## config.mk

```make
export PLATFORM = sky130hd
export DESIGN_NAME = pixel_readout_top
export DESIGN_NICKNAME = d
export VERILOG_FILES = /design/src/common/pixel_pkg.sv /design/src/arbiter/row_rr_arbiter.sv /design/src/pixel_hit_matrix.sv /design/src/pixel_readout_top.sv /design/src/readout_sequencer.sv
export VERILOG_INCLUDE_DIRS = /design/src /design/src/common
export SDC_FILE = /design/constraint.sdc
export NUM_CORES = 1
export LEC_CHECK = 0
export CAP_MARGIN = 40
export CORE_ASPECT_RATIO = 1.1
export CORE_UTILIZATION = 60
export CTS_CLUSTER_DIAMETER = 80
export DETAILED_ROUTE_END_ITERATION = 12
export DONT_BUFFER_PORTS = 1
export GPL_TIMING_DRIVEN = 0
export PLACE_DENSITY_LB_ADDON = 0.15
export SETUP_SLACK_MARGIN = 0.05
export SYNTH_ARGS = -nofsm -noshare
export SYNTH_HDL_FRONTEND = slang
export SYNTH_SLANG_ARGS = --single-unit
```

## constraint.sdc

```tcl
create_clock -name clk_i -period 18.7 [get_ports clk_i]
set_input_delay 5.61 -clock clk_i [delete_from_list [all_inputs] [get_ports clk_i]]
set_output_delay 5.61 -clock clk_i [all_outputs]
set_load 0.1 [all_outputs]
```

## src/common/pixel_macros.svh

```systemverilog
// Pixel block sizing: matrix dimensions, index widths, tag and hit count widths
`ifndef PIXEL_MACROS_SVH
`define PIXEL_MACROS_SVH

// Matrix dimensions
`define PIX_ROWS   8
`define PIX_COLS   16

// Pixel address fields, sized to the matrix
`define PIX_ROW_W  3
`define PIX_COL_W  4

// Readout tag carried in every hit word
`define PIX_TAG_W  8

// Hit count in the end-of-readout marker
// Must hold PIX_ROWS*PIX_COLS
`define PIX_CNT_W  8

`endif

```

## src/common/pixel_pkg.sv

```systemverilog
// Readout types: pixel address, hit word and marker word layouts, output word union
`include "pixel_macros.svh"

package pixel_pkg;

    // One pixel position in the matrix, 7 bits
    typedef struct packed {
        logic [`PIX_ROW_W-1:0] row;     // Row index
        logic [`PIX_COL_W-1:0] col;     // Column index
    } pix_addr_t;

    // Hit word, kind bit is 0
    typedef struct packed {
        logic                  kind;    // Always 0 here
        pix_addr_t             addr;    // Pixel that fired
        logic [`PIX_TAG_W-1:0] tag;     // Readout this hit belongs to
    } hit_word_t;

    // End-of-readout marker, kind bit is 1
    // Only the low tag bits fit next to the count
    typedef struct packed {
        logic                  kind;    // Always 1 here
        logic [`PIX_TAG_W-2:0] tag;     // Low 7 tag bits
        logic [`PIX_CNT_W-1:0] count;   // Hits read in this readout
    } marker_word_t;

    // Output bus word, 16 bits
    // The kind bit is the MSB in both views so a consumer can
    // look at it first and pick the matching layout
    typedef union packed {
        hit_word_t    hit;
        marker_word_t marker;
    } ro_word_u;

endpackage

```

## src/arbiter/row_rr_arbiter.sv

```systemverilog
// Round-robin row arbiter: masked and raw lowest-index priority, registered rotation mask
`timescale 1ns/1ps

module row_rr_arbiter #(
    parameter int ROWS  = 8,
    parameter int IDX_W = 3
) (
    input  logic             clk_i,
    input  logic             reset_i,   // Async, active high
    input  logic             enable_i,  // Move past the current grant
    input  logic [ROWS-1:0]  req_i,     // One bit per row
    output logic [ROWS-1:0]  gnt_o,     // One-hot, zero when no request
    output logic [IDX_W-1:0] idx_o      // Encoded grant
);

    logic [ROWS-1:0] mask_q;            // Rows still eligible in this round
    logic [ROWS-1:0] mask_nxt;          // Rows above the current grant
    logic [ROWS-1:0] mask_req;
    logic [ROWS-1:0] mask_gnt;
    logic [ROWS-1:0] raw_gnt;
    logic            wrap;              // Round used up, start a new group

    // Lowest set bit wins, isolated with the two's complement trick
    function automatic logic [ROWS-1:0] lowest_req(input logic [ROWS-1:0] req);
        return req & (~req + ROWS'(1));
    endfunction

    assign mask_req = req_i & mask_q;
    assign mask_gnt = lowest_req(mask_req);
    assign raw_gnt  = lowest_req(req_i);
    assign wrap     = ~|mask_req;

    // Fall back to the raw requests once nothing above the last grant is pending
    assign gnt_o = wrap ? raw_gnt : mask_gnt;

    // Next mask keeps only the rows above the grant
    always_comb
    begin
        mask_nxt = mask_q;
        for (int i = 0; i < ROWS; i++)
        begin
            if (gnt_o[i])
            begin
                mask_nxt = {ROWS{1'b1}} << (i + 1);  // Top row gives an empty mask
            end
        end
    end

    // One-hot to binary
    always_comb
    begin
        idx_o = '0;
        for (int i = 0; i < ROWS; i++)
        begin
            if (gnt_o[i])
            begin
                idx_o = IDX_W'(i);
            end
        end
    end

    always_ff @(posedge clk_i or posedge reset_i)
    begin
        if (reset_i)
        begin
            mask_q <= {ROWS{1'b1}};     // Every row eligible
        end
        else if (enable_i)
        begin
            mask_q <= mask_nxt;         // Rotate past the row just finished
        end
        else if (wrap)
        begin
            mask_q <= {ROWS{1'b1}};     // Idle wrap, reopen all rows
        end
    end

endmodule

```

## src/pixel_hit_matrix.sv

```systemverilog
// Pixel hit matrix: per-pixel latches, row requests, lowest pending column of the granted row
`timescale 1ns/1ps
`include "pixel_macros.svh"

module pixel_hit_matrix (
    input  logic                           clk_i,
    input  logic                           reset_i,
    input  logic [`PIX_ROWS*`PIX_COLS-1:0] hit_i,       // Row-major, bit r*COLS+c
    input  logic [`PIX_ROWS-1:0]           row_gnt_i,   // One-hot from the arbiter
    input  logic                           rd_i,        // Clear the addressed latch
    input  pixel_pkg::pix_addr_t           rd_addr_i,
    output logic [`PIX_ROWS-1:0]           row_req_o,   // OR of each row's latches
    output logic                           col_valid_o, // Granted row has a pending pixel
    output logic [`PIX_COL_W-1:0]          col_idx_o,   // Lowest pending column there
    output logic                           row_last_o   // That column is the last in the row
);

    logic [`PIX_ROWS-1:0][`PIX_COLS-1:0] hit_2d;
    logic [`PIX_ROWS-1:0][`PIX_COLS-1:0] pend_q;
    logic [`PIX_ROWS-1:0][`PIX_COLS-1:0] pend_d;
    logic [`PIX_COLS-1:0]                row_bits;      // Pending bits of the granted row

    assign hit_2d = hit_i;

    // Read clears first, a new hit on the same edge sets it again
    always_comb
    begin
        pend_d = pend_q;
        if (rd_i)
        begin
            pend_d[rd_addr_i.row][rd_addr_i.col] = 1'b0;
        end
        pend_d = pend_d | hit_2d;
    end

    always_ff @(posedge clk_i or posedge reset_i)
    begin
        if (reset_i)
            pend_q <= '0;
        else
            pend_q <= pend_d;
    end

    always_comb
    begin
        row_bits = '0;
        for (int r = 0; r < `PIX_ROWS; r++)
        begin
            row_req_o[r] = |pend_q[r];
            if (row_gnt_i[r])
                row_bits = row_bits | pend_q[r];    // One-hot mux as an AND-OR
        end
    end

    // Priority encode, scanning down so the lowest column is assigned last
    always_comb
    begin
        col_idx_o = '0;
        for (int c = `PIX_COLS - 1; c >= 0; c--)
        begin
            if (row_bits[c])
                col_idx_o = `PIX_COL_W'(c);
        end
    end

    assign col_valid_o = |row_bits;
    // Clearing the lowest set bit leaves nothing, so it is the only one
    assign row_last_o  = col_valid_o & ~|(row_bits & (row_bits - 1'b1));

endmodule

```

## src/pixel_readout_top.sv

```systemverilog
// Pixel block readout top: hit matrix, round-robin row arbiter and readout sequencer
`timescale 1ns/1ps
`include "pixel_macros.svh"

module pixel_readout_top (
    input  logic                           clk_i,
    input  logic                           reset_i,
    input  logic [`PIX_ROWS*`PIX_COLS-1:0] hit_i,
    input  logic                           word_ready_i,
    output pixel_pkg::ro_word_u            word_o,
    output logic                           word_valid_o,
    output logic                           busy_o
);

    logic [`PIX_ROWS-1:0]  row_req;     // Matrix to arbiter
    logic [`PIX_ROWS-1:0]  row_gnt;     // Arbiter to matrix
    logic [`PIX_ROW_W-1:0] row_idx;     // Arbiter to sequencer
    logic                  col_valid;
    logic [`PIX_COL_W-1:0] col_idx;
    logic                  row_last;
    logic                  rd;          // Sequencer clears one latch
    pixel_pkg::pix_addr_t  rd_addr;
    logic                  advance;     // Sequencer rotates the arbiter

    pixel_hit_matrix i_pixel_hit_matrix (
        .clk_i       (clk_i),
        .reset_i     (reset_i),
        .hit_i       (hit_i),
        .row_gnt_i   (row_gnt),
        .rd_i        (rd),
        .rd_addr_i   (rd_addr),
        .row_req_o   (row_req),
        .col_valid_o (col_valid),
        .col_idx_o   (col_idx),
        .row_last_o  (row_last)
    );

    row_rr_arbiter #(
        .ROWS  (`PIX_ROWS),
        .IDX_W (`PIX_ROW_W)
    ) i_row_rr_arbiter (
        .clk_i    (clk_i),
        .reset_i  (reset_i),
        .enable_i (advance),
        .req_i    (row_req),
        .gnt_o    (row_gnt),
        .idx_o    (row_idx)
    );

    readout_sequencer i_readout_sequencer (
        .clk_i        (clk_i),
        .reset_i      (reset_i),
        .row_idx_i    (row_idx),
        .col_valid_i  (col_valid),
        .col_idx_i    (col_idx),
        .row_last_i   (row_last),
        .word_ready_i (word_ready_i),
        .rd_o         (rd),
        .rd_addr_o    (rd_addr),
        .advance_o    (advance),
        .word_o       (word_o),
        .word_valid_o (word_valid_o),
        .busy_o       (busy_o)
    );

endmodule

```

## src/readout_sequencer.sv

```systemverilog
// Readout sequencer: hit and marker word build, output register with valid/ready, hit count and tag
`timescale 1ns/1ps
`include "pixel_macros.svh"

module readout_sequencer (
    input  logic                  clk_i,
    input  logic                  reset_i,
    input  logic [`PIX_ROW_W-1:0] row_idx_i,    // Granted row
    input  logic                  col_valid_i,  // Any pixel pending in that row
    input  logic [`PIX_COL_W-1:0] col_idx_i,
    input  logic                  row_last_i,
    input  logic                  word_ready_i,
    output logic                  rd_o,         // Clear strobe to the matrix
    output pixel_pkg::pix_addr_t  rd_addr_o,
    output logic                  advance_o,    // Row done, rotate the arbiter
    output pixel_pkg::ro_word_u   word_o,
    output logic                  word_valid_o,
    output logic                  busy_o
);

    pixel_pkg::pix_addr_t     hit_addr;
    pixel_pkg::ro_word_u      nxt_word;
    pixel_pkg::ro_word_u      word_q;           // Output register payload
    logic                     valid_q;
    logic [`PIX_TAG_W-1:0]    tag_q;            // Current readout tag
    logic [`PIX_CNT_W-1:0]    cnt_q;            // Hits loaded in this readout
    logic                     load_en;
    logic                     hit_load;
    logic                     mark_load;
    logic                     cnt_nz;

    // Register free now, or emptied by a transfer on this edge
    assign load_en   = ~valid_q | word_ready_i;
    assign cnt_nz    = |cnt_q;

    // Hits take priority, marker once the matrix is drained
    assign hit_load  = load_en & col_valid_i;
    assign mark_load = load_en & ~col_valid_i & cnt_nz;

    assign hit_addr.row = row_idx_i;
    assign hit_addr.col = col_idx_i;

    assign rd_o      = hit_load;                // Latch clears on the loading edge
    assign rd_addr_o = hit_addr;
    assign advance_o = hit_load & row_last_i;   // Last pixel of the row leaves

    // Word to load, decoded as hit or marker by the kind bit
    always_comb
    begin
        nxt_word = '0;
        if (col_valid_i)
        begin
            nxt_word.hit.kind = 1'b0;
            nxt_word.hit.addr = hit_addr;
            nxt_word.hit.tag  = tag_q;
        end
        else
        begin
            nxt_word.marker.kind  = 1'b1;
            nxt_word.marker.tag   = tag_q[`PIX_TAG_W-2:0];   // Truncated tag
            nxt_word.marker.count = cnt_q;
        end
    end

    // Payload only moves on a load
    always_ff @(posedge clk_i)
    begin
        if (hit_load | mark_load)
            word_q <= nxt_word;
    end

    always_ff @(posedge clk_i or posedge reset_i)
    begin
        if (reset_i)
        begin
            valid_q <= 1'b0;
            tag_q   <= '0;
            cnt_q   <= '0;
        end
        else
        begin
            if (load_en)
                valid_q <= hit_load | mark_load;    // Drops when accepted with nothing new
            if (hit_load)
            begin
                cnt_q <= cnt_q + 1'b1;
            end
            else if (mark_load)
            begin
                cnt_q <= '0;                        // Next readout starts fresh
                tag_q <= tag_q + 1'b1;
            end
        end
    end

    assign word_o       = word_q;
    assign word_valid_o = valid_q;
    // Held word covers the gap between the last hit and the marker
    assign busy_o       = col_valid_i | valid_q;

endmodule

```

### Yosys cells after proc, flatten, opt, wreduce, memory -nomap -nowiden

Cells that the tools add are included.

* memory bits (read-only): 0
* logic and storage cells: 119
* RAM bits: 0
* register bits: 169
* bits in latches: 0
* memories kept: 0

* shift operators: 0
* mux-type cells: 50
* div/mod/pow operators: 0
* add/subtract/negate cells: 5
* eq/ne operators: 2
* reduce and logical (&&, ||, !) cells: 18
* multipliers: 0
* magnitude comparators: 4
* bitwise operators: 27

Operators by type and width (count)
* $mux W16: 10
* $reduce_or A16 Y1: 10
* $and A128 B128 Y128: 1
* $mux W128: 1
* $not A128 Y128: 1
* $or A128 B128 Y128: 1
* $or A16 B16 Y16: 7
* $mux W8: 13
* $mux W4: 16
* $demux W16 S3: 1
* $add A8 B1 Y8 const B: 4
* $and A8 B8 Y8: 3
* $and A16 B16 Y16: 1
* $not A8 Y8: 2
* $reduce_or A8 Y1: 2
* $sub A16 B1 Y16 const B: 1
* $mux W3: 4
* $ne A9 B1 Y1 const B: 1
* $and A1 B1 Y1: 5
* $lt A4 B5 Y1 const B: 1
* $demux W1 S4: 1
* $ge A4 B1 Y1 const B: 1
* $lt A3 B4 Y1 const B: 1
* $mux W2: 2
* 9 further kinds: 16

### Depth between registers and ports, before layout

* depth in word-level cells: 47
* gate-level depth with buffers: 18

### By module

A second synthesis with hierarchy kept.

* cell total of the unflattened synthesis: 845
* area total of the unflattened synthesis: 8694.6 µm²

By module, submodules not included
* pixel_hit_matrix: area an instance 6428.7 µm², cells an instance 630, instances 1, sequential area each 3203.1 µm²
* readout_sequencer: area an instance 1571.5 µm², cells an instance 128, instances 1, sequential area each 905.9 µm²
* row_rr_arbiter: area an instance 694.4 µm², cells an instance 87, instances 1, sequential area each 210.2 µm²

### Worst setup path after synthesis

Ideal clock, no wire load.

* path type: register to output
* start point: register i_pixel_hit_matrix.pend_q[52] (netlist bit)
* end point: output busy_o
* cell stages (with the launch flop): 14
* buffers on the path: 3
* path slack: 8.641 ns
* required time: 13.090 ns
* arrival time: 4.449 ns
* cells stage by stage: dfrtp_1 or4_1 o41a_4 a2111o_4 nor4_2 a222oi_1 and3_1 clkbuf_1 nand4_2 or4_1 clkbuf_1 inv_2 buf_2 nand2b_1

* longest elaborated chain between the ends: 21
* elaborated cells between the ends (all ways): 27
* those cells by class: 2 x add/sub; 9 x mux; 13 x bitwise; 3 x reduce/logical

RTL lines
* start: declaration: RTL line pixel_hit_matrix.sv:19 `` logic [`PIX_ROWS-1:0][`PIX_COLS-1:0] pend_q; ``
* start signal: assignment: RTL line pixel_hit_matrix.sv:41 `pend_q <= pend_d;`
* $reduce_or A16 Y1: RTL line pixel_hit_matrix.sv:49 `row_req_o[r] = |pend_q[r];`
* $and A8 B8 Y8: RTL line row_rr_arbiter.sv:28 `assign mask_req = req_i & mask_q;`
* $reduce_or A8 Y1: RTL line row_rr_arbiter.sv:31 `assign wrap = ~|mask_req;`
* $mux W8: RTL line row_rr_arbiter.sv:34 `assign gnt_o = wrap ? raw_gnt : mask_gnt;`
* $mux W16: RTL line pixel_hit_matrix.sv:50 `if (row_gnt_i[r])`
* $or A16 B16 Y16: RTL line pixel_hit_matrix.sv:51 `row_bits = row_bits | pend_q[r];`
* $mux W16: RTL line pixel_hit_matrix.sv:50
* $or A16 B16 Y16: RTL line pixel_hit_matrix.sv:51
* (+5 left out)
* $or A16 B16 Y16: RTL line pixel_hit_matrix.sv:51
* $mux W16: RTL line pixel_hit_matrix.sv:50
* $or A16 B16 Y16: RTL line pixel_hit_matrix.sv:51
* $mux W16: RTL line pixel_hit_matrix.sv:50
* $or A16 B16 Y16: RTL line pixel_hit_matrix.sv:51
* $mux W16 *: RTL line pixel_hit_matrix.sv:50
* $reduce_or A16 Y1 *: RTL line pixel_hit_matrix.sv:66 `assign col_valid_o = |row_bits;`
* $or A1 B1 Y1 *: RTL line readout_sequencer.sv:99 `assign busy_o = col_valid_i | valid_q;`
* end: declaration: RTL line pixel_readout_top.sv:12 `output logic busy_o`

Mark *: on every way between the ends. The rest lies on a longest branch, timed or not.

### Worst setup path after layout

* start point: register i_pixel_hit_matrix.pend_q[76] (netlist bit)
* end point: output busy_o

The elaborated chain is that of the path after synthesis.

==> results.tsv <==
stage	metric	value	unit
status	outcome	finished, final reports clean	
yosys	#FFs+latches synth	169	
global_route	grt peak-use layer	met2	
global_route	largest net degree at the start of global routing	94	
timing	post-route minimum period	11.74	ns
worst_hold_path	Hold Path End	i_readout_sequencer.tag_q[7]	
clock_tree	post-CTS setup buffer count	0	
run	max cap viols	0	
setup_path	r2r setup slk	12.36	ns
worst_hold_path	WHS Path Cells	1	
yosys	Mapped Area	0.00994	mm2
placement	PortBufs	0	
yosys	asr flop ratio synth	90.5	%
clock_tree	clk buf depth	2	
clock_tree	Clk Latency, worst-skew pair	0.44	ns
setup_path	Critical Path AT	6.13	ns
floorplan	row count	49	
global_route	met1 usage	56.1	%
pwr	Clock Power Share	45.9	%
placement	RePlAce Congestion	1.02	
global_route	initial antenna violation count	1	
yosys	Area contributors post-synth	dfrtp_1 (36%), a21o_1 (8.4%), edfxtp_1 (4.8%)	
setup_path	Setup CP Type	register to output pin	
yosys	synthesized-area fraction occupied by adder cells	0.378	%
timing	RSZ-0062 raised after global routing	no	
worst_hold_path	Worst Hold Class	register to register	
clock_tree	H-tree Lvls	4	
timing	slew margin rel.	35.8	%
detailed_routing	DRT Pass-1 Iters	6	
timing	# setup viols final	0	
setup_path	Startpoint Class	register	
timing	Hold Vio Cnt, Final	0	
yosys	xor/xnor share of the synthesized area	0.617	%
global_route	GR Util All Layers	45.7	%
yosys	Synth Area in Compound Gates	25.3	%
yosys	post-synth top area cell	dfrtp_1	
detailed_routing	routed vias/inst	7.42	
final_layout	layout cells sized above 1	13.3	%
placement	Cells after DPL	1262	
yosys	synth cell count leaders	dfrtp_1 (145), a21o_1 (111), nand2_1 (94)	
detailed_routing	drt initial violations	1399	
floorplan	core box area	0.0162	mm2
clock_tree	TritonCTS clock tree	yes	
yosys	Syn Nets	1175	
setup_path	CP max FO	10	
global_route	grt total ovfl	0	
floorplan	die footprint	0.0171	mm2
detailed_routing	total number of vias	9639	
detailed_routing	drt wl/cell	30.2	um
detailed_routing	final WL	39200	um
final_layout	Finished Layout Cells	1299	
setup_path	R2R cell count	15	
final_layout	area grow syn2layout	11.6	%
yosys	Unique masters post-synth	89	
pwr	Seq pwr share	48.5	%
floorplan	Die X	125	um
detailed_routing	Antenna Nets Post-Route	0	
worst_hold_path	HP Start	i_readout_sequencer.tag_q[7]	
pwr	sw frac	27.5	%
timing	Post-Route Skew	0.0113	ns
yosys	Avg Synthesized Cell Area	9.55	um2
yosys	count leader, synth	dfrtp_1	
yosys	EDFF count, synth	16	
global_route	GR Layer Usage met3	10.4	%
clock_tree	Clock transition at path regs	0.08	ns
clock_tree	Clock Sinks	169	
pwr	Gate power share	5.6	%
floorplan	num ports	149	
timing	final period utilization	62.8	%
setup_path	reg-to-reg startpoint	i_pixel_hit_matrix.pend_q[76]	
global_route	first-pass GRT wire length	56900	um
clock_tree	CTS Root Cell	clkbuf_16	
pwr	Pleak	4.10	nW
yosys	Yosys top cell area share	36.5	%
timing	f_max	85.2	MHz
floorplan	Die Ht	137	um
setup_path	crit path capture type	output pin	
yosys	sequential area share after synthesis	43.4	%
timing	worst slew pin tran	0.955	ns
global_route	met2 usage	74.8	%
pwr	power per cell area	71.9	mW/mm2
yosys	Post-Synth Simple-Gate Area	24.4	%
timing	Setup TNS	0	ns
final_layout	Final Net Count	1214	
pwr	Peak VDD IR	56.6	uV
yosys	ys flop type	dfrtp_1	
clock_tree	cts hold-fix bufs	0	
placement	DP Wirelength	29500	um
clock_tree	CTS Buf Count	17	
detailed_routing	drt drc	0	
setup_path	RR Endpoint	i_pixel_hit_matrix.pend_q[18]	
yosys	largest family of logic cells by synthesized area	compound AO/OA/AOI/OAI gates	
yosys	Synth warnings	0	
floorplan	initial core utilization	61.2	%
yosys	Synth Instances	1041	
setup_path	Worst Path Required	13.09	ns
pwr	P_int	0.579	mW
yosys	multiplexer share of the synthesized area	1.22	%
pwr	switching power	0.219	mW
timing	max-slew violation count	0	
global_route	vias in the first global route	9156	
clock_tree	post-cts sizing count	0	
## critical path, cell delays in order, from the launching register on
cell and delay (ns):
dfrtp_1 0.44, nor4_1 0.75, a41oi_1 0.49, and2_0 0.45, and2_1 0.25, clkbuf_1 0.24, a221oi_1 0.52, nand4_1 0.44
nor3_4 0.39, nand3_2 0.26, or4_1 0.57, clkbuf_1 0.19, inv_2 0.13, buf_2 0.24, nand2b_1 0.11, buf_8 0.19
## power by group through the flow
stage / combinational [mW] / sequential (mW) / clock (mW)
finish: 0.0445 / 0.388 / 0.366
global route: 0.0472 / 0.388 / 0.376
CTS: 0.0422 / 0.388 / 0.364
detailed placement: 0.0421 / 0.395 / 0
global placement: 0.0323 / 0.401 / 0
floorplan: 0.0228 / 0.398 / 0
## through the flow
stage | power, mW | utilization, % | hold WS, ns | cell area [um2] | setup slack [ns]
4_1_cts | 0.795 | 68.0 | 0.472 | 11000 | 7.26
6_report | 0.798 | 68.3 | 0.473 | 11100 | 6.96
2_1_floorplan | 0.421 | - | 0.441 | 9940 | 8.64
3_5_place_dp | 0.437 | 64.2 | 0.460 | 10400 | 7.71
3_3_place_gp | 0.433 | 62.8 | 0.464 | 10200 | 7.32
5_1_grt | 0.811 | 68.3 | 0.481 | 11100 | 6.84
## state kept, by name, indices dropped and copies added (netlist names)
name and cells:
i_pixel_hit_matrix.pend_q 128, i_readout_sequencer.cnt_q 8, i_readout_sequencer.tag_q 8, i_readout_sequencer.word_o 16, i_readout_sequencer.word_valid_o 1, i_row_rr_arbiter.mask_q 8
## placed cells by master (no fill, tap or decap), types with 6 or more instances in the layout
cell type,synthesis,final
edfxtp_1,16,16
a32oi_1,6,6
nand4_1,49,49
a41oi_1,13,13
dfstp_2,8,8
nand2_1,94,94
buf_2,26,26
o211ai_1,11,11
a221o_1,6,6
nor2_1,58,58
and4_1,7,7
inv_1,33,32
dfrtp_1,145,145
o41ai_1,6,6
a21o_1,111,111
clkbuf_1,25,25
mux2i_1,8,8
nand4b_1,12,12
o21ai_0,25,25
a21oi_1,48,48
nand2b_1,9,9
a31oi_1,8,8
or4_1,17,17
nor2b_1,8,8
nand3_2,11,11
nor3_1,17,17
clkbuf_16,0,18
nor4_1,27,27
nand3_1,77,77
a32o_1,8,8
buf_8,0,9
and3_1,18,18
and2_1,8,8
buf_4,8,12
## routing by layer
| metal | routed length, um | vias to the layer above |
|---|---|---|
| met3 | 4440 | 173 |
| met1 | 14200 | 4648 |
| met4 | 2110 | 0 |
| met2 | 18500 | 731 |
| met5 | 0 | - |
| li1 | - | 4087 |
## how the worst max path moves through the flow
stage	cells after the start	start	slack [ns]	end
finish	15	i_pixel_hit_matrix.pend_q[76]	6.96	busy_o
global route	16	i_pixel_hit_matrix.pend_q[76]	6.84	busy_o
CTS	15	i_pixel_hit_matrix.pend_q[32]	7.26	busy_o
detailed placement	15	i_pixel_hit_matrix.pend_q[32]	7.71	busy_o
global placement	15	i_pixel_hit_matrix.pend_q[1]	7.32	busy_o
floorplan	13	i_pixel_hit_matrix.pend_q[52]	8.64	busy_o
## layout make-up
cell class                      count  area, um2
Antenna cell                        2       5.00
Buffer                             66        342
Clock buffer                       17        425
Clock inverter                     15        180
Fill cell                        1277       5150
Inverter                           34        133
Multi-Input combinational cell    772       5150
Sequential cell                   169       4320
Tap cell                          204        255
Timing Repair Buffer               20        285
## cells by family (layout without fill, tap and decap cells)
logic type | count (synthesis) | in the layout
flops | 169 | 169
fa+ha+maj | 3 | 3
simple gates | 431 | 431
mux | 11 | 11
compound gates | 320 | 320
buf+inv | 100 | 152
other cells | 0 | 2
xor+xnor | 7 | 7
Note: power is estimated with default switching activity, not from simulation.
